[config.mk]
export PLATFORM = sky130hd
export DESIGN_NAME = nonce_feeder
export DESIGN_NICKNAME = d
export VERILOG_FILES = /design/src/hdl/sha_cfg.svh /design/src/hdl/sha_pkg.sv /design/src/hdl/nonce_feeder.sv
export SDC_FILE = /design/constraint.sdc
export NUM_CORES = 1
export LEC_CHECK = 0
export BUFFER_PORTS_ARGS = -buffer_cell sky130_fd_sc_hd__clkbuf_2
export CORE_AREA = 2 2 473 475
export DETAILED_ROUTE_END_ITERATION = 8
export DIE_AREA = 0 0 475 477
export PLACE_DENSITY = 0.3
export SLEW_MARGIN = 10
export SYNTH_ARGS = -nofsm -noshare
export SYNTH_HDL_FRONTEND = slang
export SYNTH_SLANG_ARGS = --single-unit
export TNS_END_PERCENT = 30
[constraint.sdc]
create_clock -name clk -period 13.05 [get_ports clk]
set_clock_uncertainty 0.2 [all_clocks]
set_input_delay 1.9575 -clock clk [delete_from_list [all_inputs] [get_ports clk]]
set_output_delay 1.9575 -clock clk [all_outputs]
set_load 0.01 [all_outputs]
[src/hdl/sha_cfg.svh]
`ifndef SHA_CFG_SVH
`define SHA_CFG_SVH

// Register stages inside each compression round.
// Raise this when one round does not close timing in a single cycle.
`define SHA_ROUND_DEPTH 1

// Core latency covers two hashes of 64 rounds each plus the pad stage register.
`define SHA_CORE_LATENCY (128 * `SHA_ROUND_DEPTH + 1)

`endif

[src/hdl/sha_pkg.sv]
package sha_pkg;

	// One SHA-256 word.
	typedef logic [31:0] word_t;

	// Working variables A to H, with A in the top word.
	typedef logic [255:0] hash_state_t;

	// Sixteen message words, with word 0 in the top word.
	typedef logic [511:0] msg_block_t;

	// Merkle tail, time and bits fields of the block header, in that order from the top.
	typedef logic [95:0] header_tail_t;

	localparam word_t K_TABLE [64] = '{
		32'h428a2f98, 32'h71374491, 32'hb5c0fbcf, 32'he9b5dba5,
		32'h3956c25b, 32'h59f111f1, 32'h923f82a4, 32'hab1c5ed5,
		32'hd807aa98, 32'h12835b01, 32'h243185be, 32'h550c7dc3,
		32'h72be5d74, 32'h80deb1fe, 32'h9bdc06a7, 32'hc19bf174,
		32'he49b69c1, 32'hefbe4786, 32'h0fc19dc6, 32'h240ca1cc,
		32'h2de92c6f, 32'h4a7484aa, 32'h5cb0a9dc, 32'h76f988da,
		32'h983e5152, 32'ha831c66d, 32'hb00327c8, 32'hbf597fc7,
		32'hc6e00bf3, 32'hd5a79147, 32'h06ca6351, 32'h14292967,
		32'h27b70a85, 32'h2e1b2138, 32'h4d2c6dfc, 32'h53380d13,
		32'h650a7354, 32'h766a0abb, 32'h81c2c92e, 32'h92722c85,
		32'ha2bfe8a1, 32'ha81a664b, 32'hc24b8b70, 32'hc76c51a3,
		32'hd192e819, 32'hd6990624, 32'hf40e3585, 32'h106aa070,
		32'h19a4c116, 32'h1e376c08, 32'h2748774c, 32'h34b0bcb5,
		32'h391c0cb3, 32'h4ed8aa4a, 32'h5b9cca4f, 32'h682e6ff3,
		32'h748f82ee, 32'h78a5636f, 32'h84c87814, 32'h8cc70208,
		32'h90befffa, 32'ha4506ceb, 32'hbef9a3f7, 32'hc67178f2
	};

	// Returns the round constant for round 0 to 63.
	function automatic word_t round_k(input int idx);
		return K_TABLE[idx];
	endfunction

	// Standard SHA-256 initial hash value.
	localparam hash_state_t SHA_IV = {
		32'h6a09e667, 32'hbb67ae85, 32'h3c6ef372, 32'ha54ff53a,
		32'h510e527f, 32'h9b05688c, 32'h1f83d9ab, 32'h5be0cd19
	};

endpackage

[src/hdl/nonce_feeder.sv]
`timescale 1ns/1ps

module nonce_feeder (
	input  logic                 clk,
	input  logic                 rst_n_i,
	input  logic                 start_i,
	input  sha_pkg::hash_state_t midstate_i,
	input  sha_pkg::header_tail_t tail_i,
	input  sha_pkg::word_t       nonce_start_i,
	input  sha_pkg::word_t       nonce_count_i,
	input  logic                 busy_i,
	output logic                 valid_o,
	output sha_pkg::msg_block_t  words_o,
	output sha_pkg::hash_state_t midstate_o,
	output sha_pkg::word_t       nonce_o,
	output logic                 last_o
);
	import sha_pkg::*;

	// Padding for an 80-byte header, which is 640 bits.
	localparam word_t PAD_ONE = 32'h8000_0000;
	localparam word_t HEADER_BITS = 32'd640;

	typedef enum logic {IDLE, ISSUE} feed_state_t;

	feed_state_t state_q;
	hash_state_t midstate_q;
	header_tail_t tail_q;
	word_t nonce_q;
	word_t left_q;
	logic accept;

	assign accept = start_i && !busy_i && (state_q == IDLE);

	always_ff @(posedge clk) begin
		if (!rst_n_i) begin
			state_q <= IDLE;
		end else begin
			case (state_q)
				IDLE: if (accept) state_q <= ISSUE;
				ISSUE: if (left_q == '0) state_q <= IDLE;
				default: state_q <= IDLE;
			endcase
		end
	end

	// Left counts the nonces still to come after the current one.
	always_ff @(posedge clk) begin
		if (accept) begin
			midstate_q <= midstate_i;
			tail_q <= tail_i;
			nonce_q <= nonce_start_i;
			left_q <= (nonce_count_i == '0) ? '0 : nonce_count_i - 32'd1;
		end else if (state_q == ISSUE && left_q != '0) begin
			nonce_q <= nonce_q + 32'd1;
			left_q <= left_q - 32'd1;
		end
	end

	assign valid_o = (state_q == ISSUE);
	assign last_o = valid_o && (left_q == '0);
	assign words_o = {tail_q, nonce_q, PAD_ONE, 320'd0, HEADER_BITS};
	assign midstate_o = midstate_q;
	assign nonce_o = nonce_q;

endmodule

==> results by group <==
GRT
  • Total GRT Usage: 6.77%
  • Pin count of the biggest net entering global routing: 109
  • Remaining Overflow, GRT: 0
  • First-pass GRT wire length: 103000 µm
  • Initial antenna violation count: 38
  • Vias in the first global route: 11.1k

Route
  • Post-route ant nets: 0
  • DRT iter0 DRCs: 495
  • Wire per inst: 16.2 µm
  • 1st-pass router iterations: 4
  • Post-route DRC: 0
  • Vias after detailed routing: 11.8k
  • Vias per cell: 2.32
  • DRT Wirelength: 82300 µm

Setup path
  • Startpoint types: register
  • CP peak stage delay: 1040 ps
  • Cell chain of the critical path: nor4_2, nand4b_1, nor4_1, clkbuf_2
  • Max FO, Critical Path: 15
  • CP max stage cell: nor4_1
  • CP required: 10890 ps
  • WS Path Type: reg -> out
  • Crit path arrival time: 3700 ps
  • CP Capture Type: primary output
  • Depth of the worst register-to-register path: 6
  • RR Startpoint: left_q[12]
  • R2r endpoint: valid_o
  • Worst R2R Setup Slack: 9400 ps

STA
  • Max transition margin: 30.4%
  • Fin. max-slew vios: 0
  • Final setup viols: 0
  • Hold_ws: 483 ps
  • Final period util: 44.9%
  • Setup TNS Final: 0 ps
  • Final Hold Violating Endpoints: 0
  • Slew at the pin closest to its max-slew limit: 1030 ps
  • Minimum clock period: 5860 ps
  • Max Freq: 0.171 GHz
  • RSZ-0062 raised after global routing: no

Power
  • Peak supply drop: 0.0887 mV
  • Pwr/cell area: 137 nW/µm²
  • Static Leak: 10.1 nW

Run status
  • Status: finished, final reports clean

Placed design
  • DP Cell Count: 4977
  • Hpwl dp: 67800 µm
  • Gpl congestion: 0.743
  • PortBufs: 837
  • Post-DP Area: 24200 µm²

Yosys
  • Yosys warns: 0
  • Unique masters post-synth: 40
  • Cells after Synth: 1203
  • Syn avg cell area: 15.0 µm²
  • #FFs+latches synth: 417
  • Mapped Area: 18000 µm²
  • Share of the yosys chip area belonging to registers: 69.5%

Layout
  • Commonest non-fill, non-tap cell in the layout: clkbuf_2
  • Post-Layout Cell Count: 5089
  • Layout area overhead: 45.4%
  • Most frequent cells in the layout: clkbuf_2 (837), edfxtp_1 (416), conb_1 (384)
  • Nets@finish: 2484
  • Share of layout cells above drive strength 1: 44.6%
  • Final Cell Area: 26200 µm²

Hold path
  • Hold wc startpoint: left_q[9]
  • WHS Endpoint: left_q[9]
  • Hold Path Depth: 2
  • HP Class: reg -> reg

Floorplanning
  • IO Count: 1222
  • Core area: 221000 µm²
  • Num rows: 173
  • Initial Utilization: 8.12%
  • Die W: 475 µm
  • DIE AREA: 227000 µm²
  • DIE HEIGHT: 477 µm

CTS
  • CTS tree: done
  • H-tree depth: 2
  • Cts bufs inserted: 56
  • Sink Count: 417
  • Root buffer cell: clkbuf_16
  • Hold-fix buffers, CTS: 0
  • Clk slew on worst S/H paths: 60 ps
  • Skew-Pair Late Insertion Delay: 690 ps
  • Setup bufs post-CTS: 0
  • Bufs on Longest Clock Path: 3
  • PostCTS Resize Cnt: 0

Run
  • Number of max-cap violations: 0
-- critical path: cells and delay by family (launching register included) --
kind | cells | cell delay, ps
buffers and inverters | 1 | 400
DFF | 1 | 430
and+or+nand+nor | 3 | 2190
-- area by class of cell --
cell class                 count  area, µm²
fill                       25300     195000
sequential                   417      12500
timing repair buffer         850       4300
tap                         2975       3720
multi-input combinational    728       3680
clock buffer                  68       1450
clock inverter                36        447
inverter                       7       26.3
antenna                        8       20.0
-- worst max-delay path by stage --
stage,end,from,slack [ps]
finish,last_o,left_q[12],7190
CTS,last_o,left_q[12],7000
floorplan,midstate_o[0],busy_i,4890
detailed placement,left_q[17],nonce_count_i[0],7630
global route,last_o,left_q[10],6800
global placement,left_q[24],nonce_count_i[0],7610
-- cell families after synthesis --
group	synth area share, %
buf+inv	18.0
flops	69.5
simple gates	5.51
xor+xnor	4.28
compound gates	2.14
fa+ha+maj	0.278
mux	0.181
other cells	0.0417
-- synth_stat cells --
| cell | number | area [µm²] |
|---|---|---|
| dfxtp_1 | 1 | 20.0 |
| and2_1 | 3 | 18.8 |
| mux2_2 | 2 | 22.5 |
| or4_1 | 6 | 45.0 |
| o22ai_1 | 31 | 194 |
| nor4_1 | 23 | 144 |
| mux2i_1 | 1 | 10.0 |
| nand4b_1 | 3 | 26.3 |
| nor4b_1 | 2 | 17.5 |
| or3_1 | 10 | 62.6 |
| and3_1 | 5 | 31.3 |
| nor3b_1 | 4 | 30.0 |
| a21oi_1 | 1 | 5.00 |
| nand3_1 | 15 | 75.1 |
| buf_1 | 1 | 3.75 |
| nand2_1 | 48 | 180 |
| clkbuf_1 | 12 | 45.0 |
| o21ai_4 | 1 | 16.3 |
| nor4bb_1 | 1 | 10.0 |
| nor4_2 | 2 | 25.0 |
| buf_4 | 416 | 3120 |
| o31a_1 | 1 | 8.76 |
| nand4_1 | 9 | 56.3 |
| or4_4 | 1 | 11.3 |
| buf_6 | 4 | 45.0 |
| nor2b_1 | 1 | 6.26 |
| or3_4 | 1 | 11.3 |
| nor3_1 | 20 | 100 |
| xor2_1 | 32 | 280 |
| nor2_1 | 22 | 82.6 |
| or2_2 | 1 | 6.26 |
| nand3b_1 | 2 | 15.0 |
| and4_1 | 3 | 26.3 |
| and4b_1 | 1 | 10.0 |
| o21ai_0 | 32 | 160 |
| inv_1 | 7 | 26.3 |
| ha_1 | 4 | 50.1 |
| conb_1 | 2 | 7.51 |
| xnor2_1 | 56 | 490 |
| edfxtp_1 | 416 | 12500 |
-- metal layers --
layer	global-route usage (%)	up-vias	routed length [µm]
li1	-	5264	-
met1	6.41	5637	26700
met2	13.3	777	45700
met3	2.51	121	8210
met4	1.90	22	1520
met5	0	-	157
-- state kept, by name (all words and copies together), names as in the netlist --
signal	cells
midstate_o	256
tail_q	96
left_q	32
nonce_o	32
valid_o	1
-- per-stage QoR --
| step | setup slack [ps] | util (%) | total power, mW |
|---|---|---|---|
| 4_1_cts | 7000 | 11.8 | 3.68 |
| 3_3_place_gp | 7610 | 10.9 | 2.00 |
| 3_5_place_dp | 7630 | 10.9 | 2.00 |
| 5_1_grt | 6800 | 11.8 | 3.74 |
| 2_1_floorplan | 4890 | - | 1.89 |
| 6_report | 7190 | 11.8 | 3.57 |
-- report_power, final --
part	total (mW)	switching [mW]	leakage, nW	internal, mW
Sequential	1.61	0.0442	3.91	1.56
Clock	1.62	0.668	0.906	0.952
Combinational	0.346	0.231	5.32	0.115
Total	3.57	0.943	10.1	2.63
No activity file was read; power rests on OpenSTA's default activity.
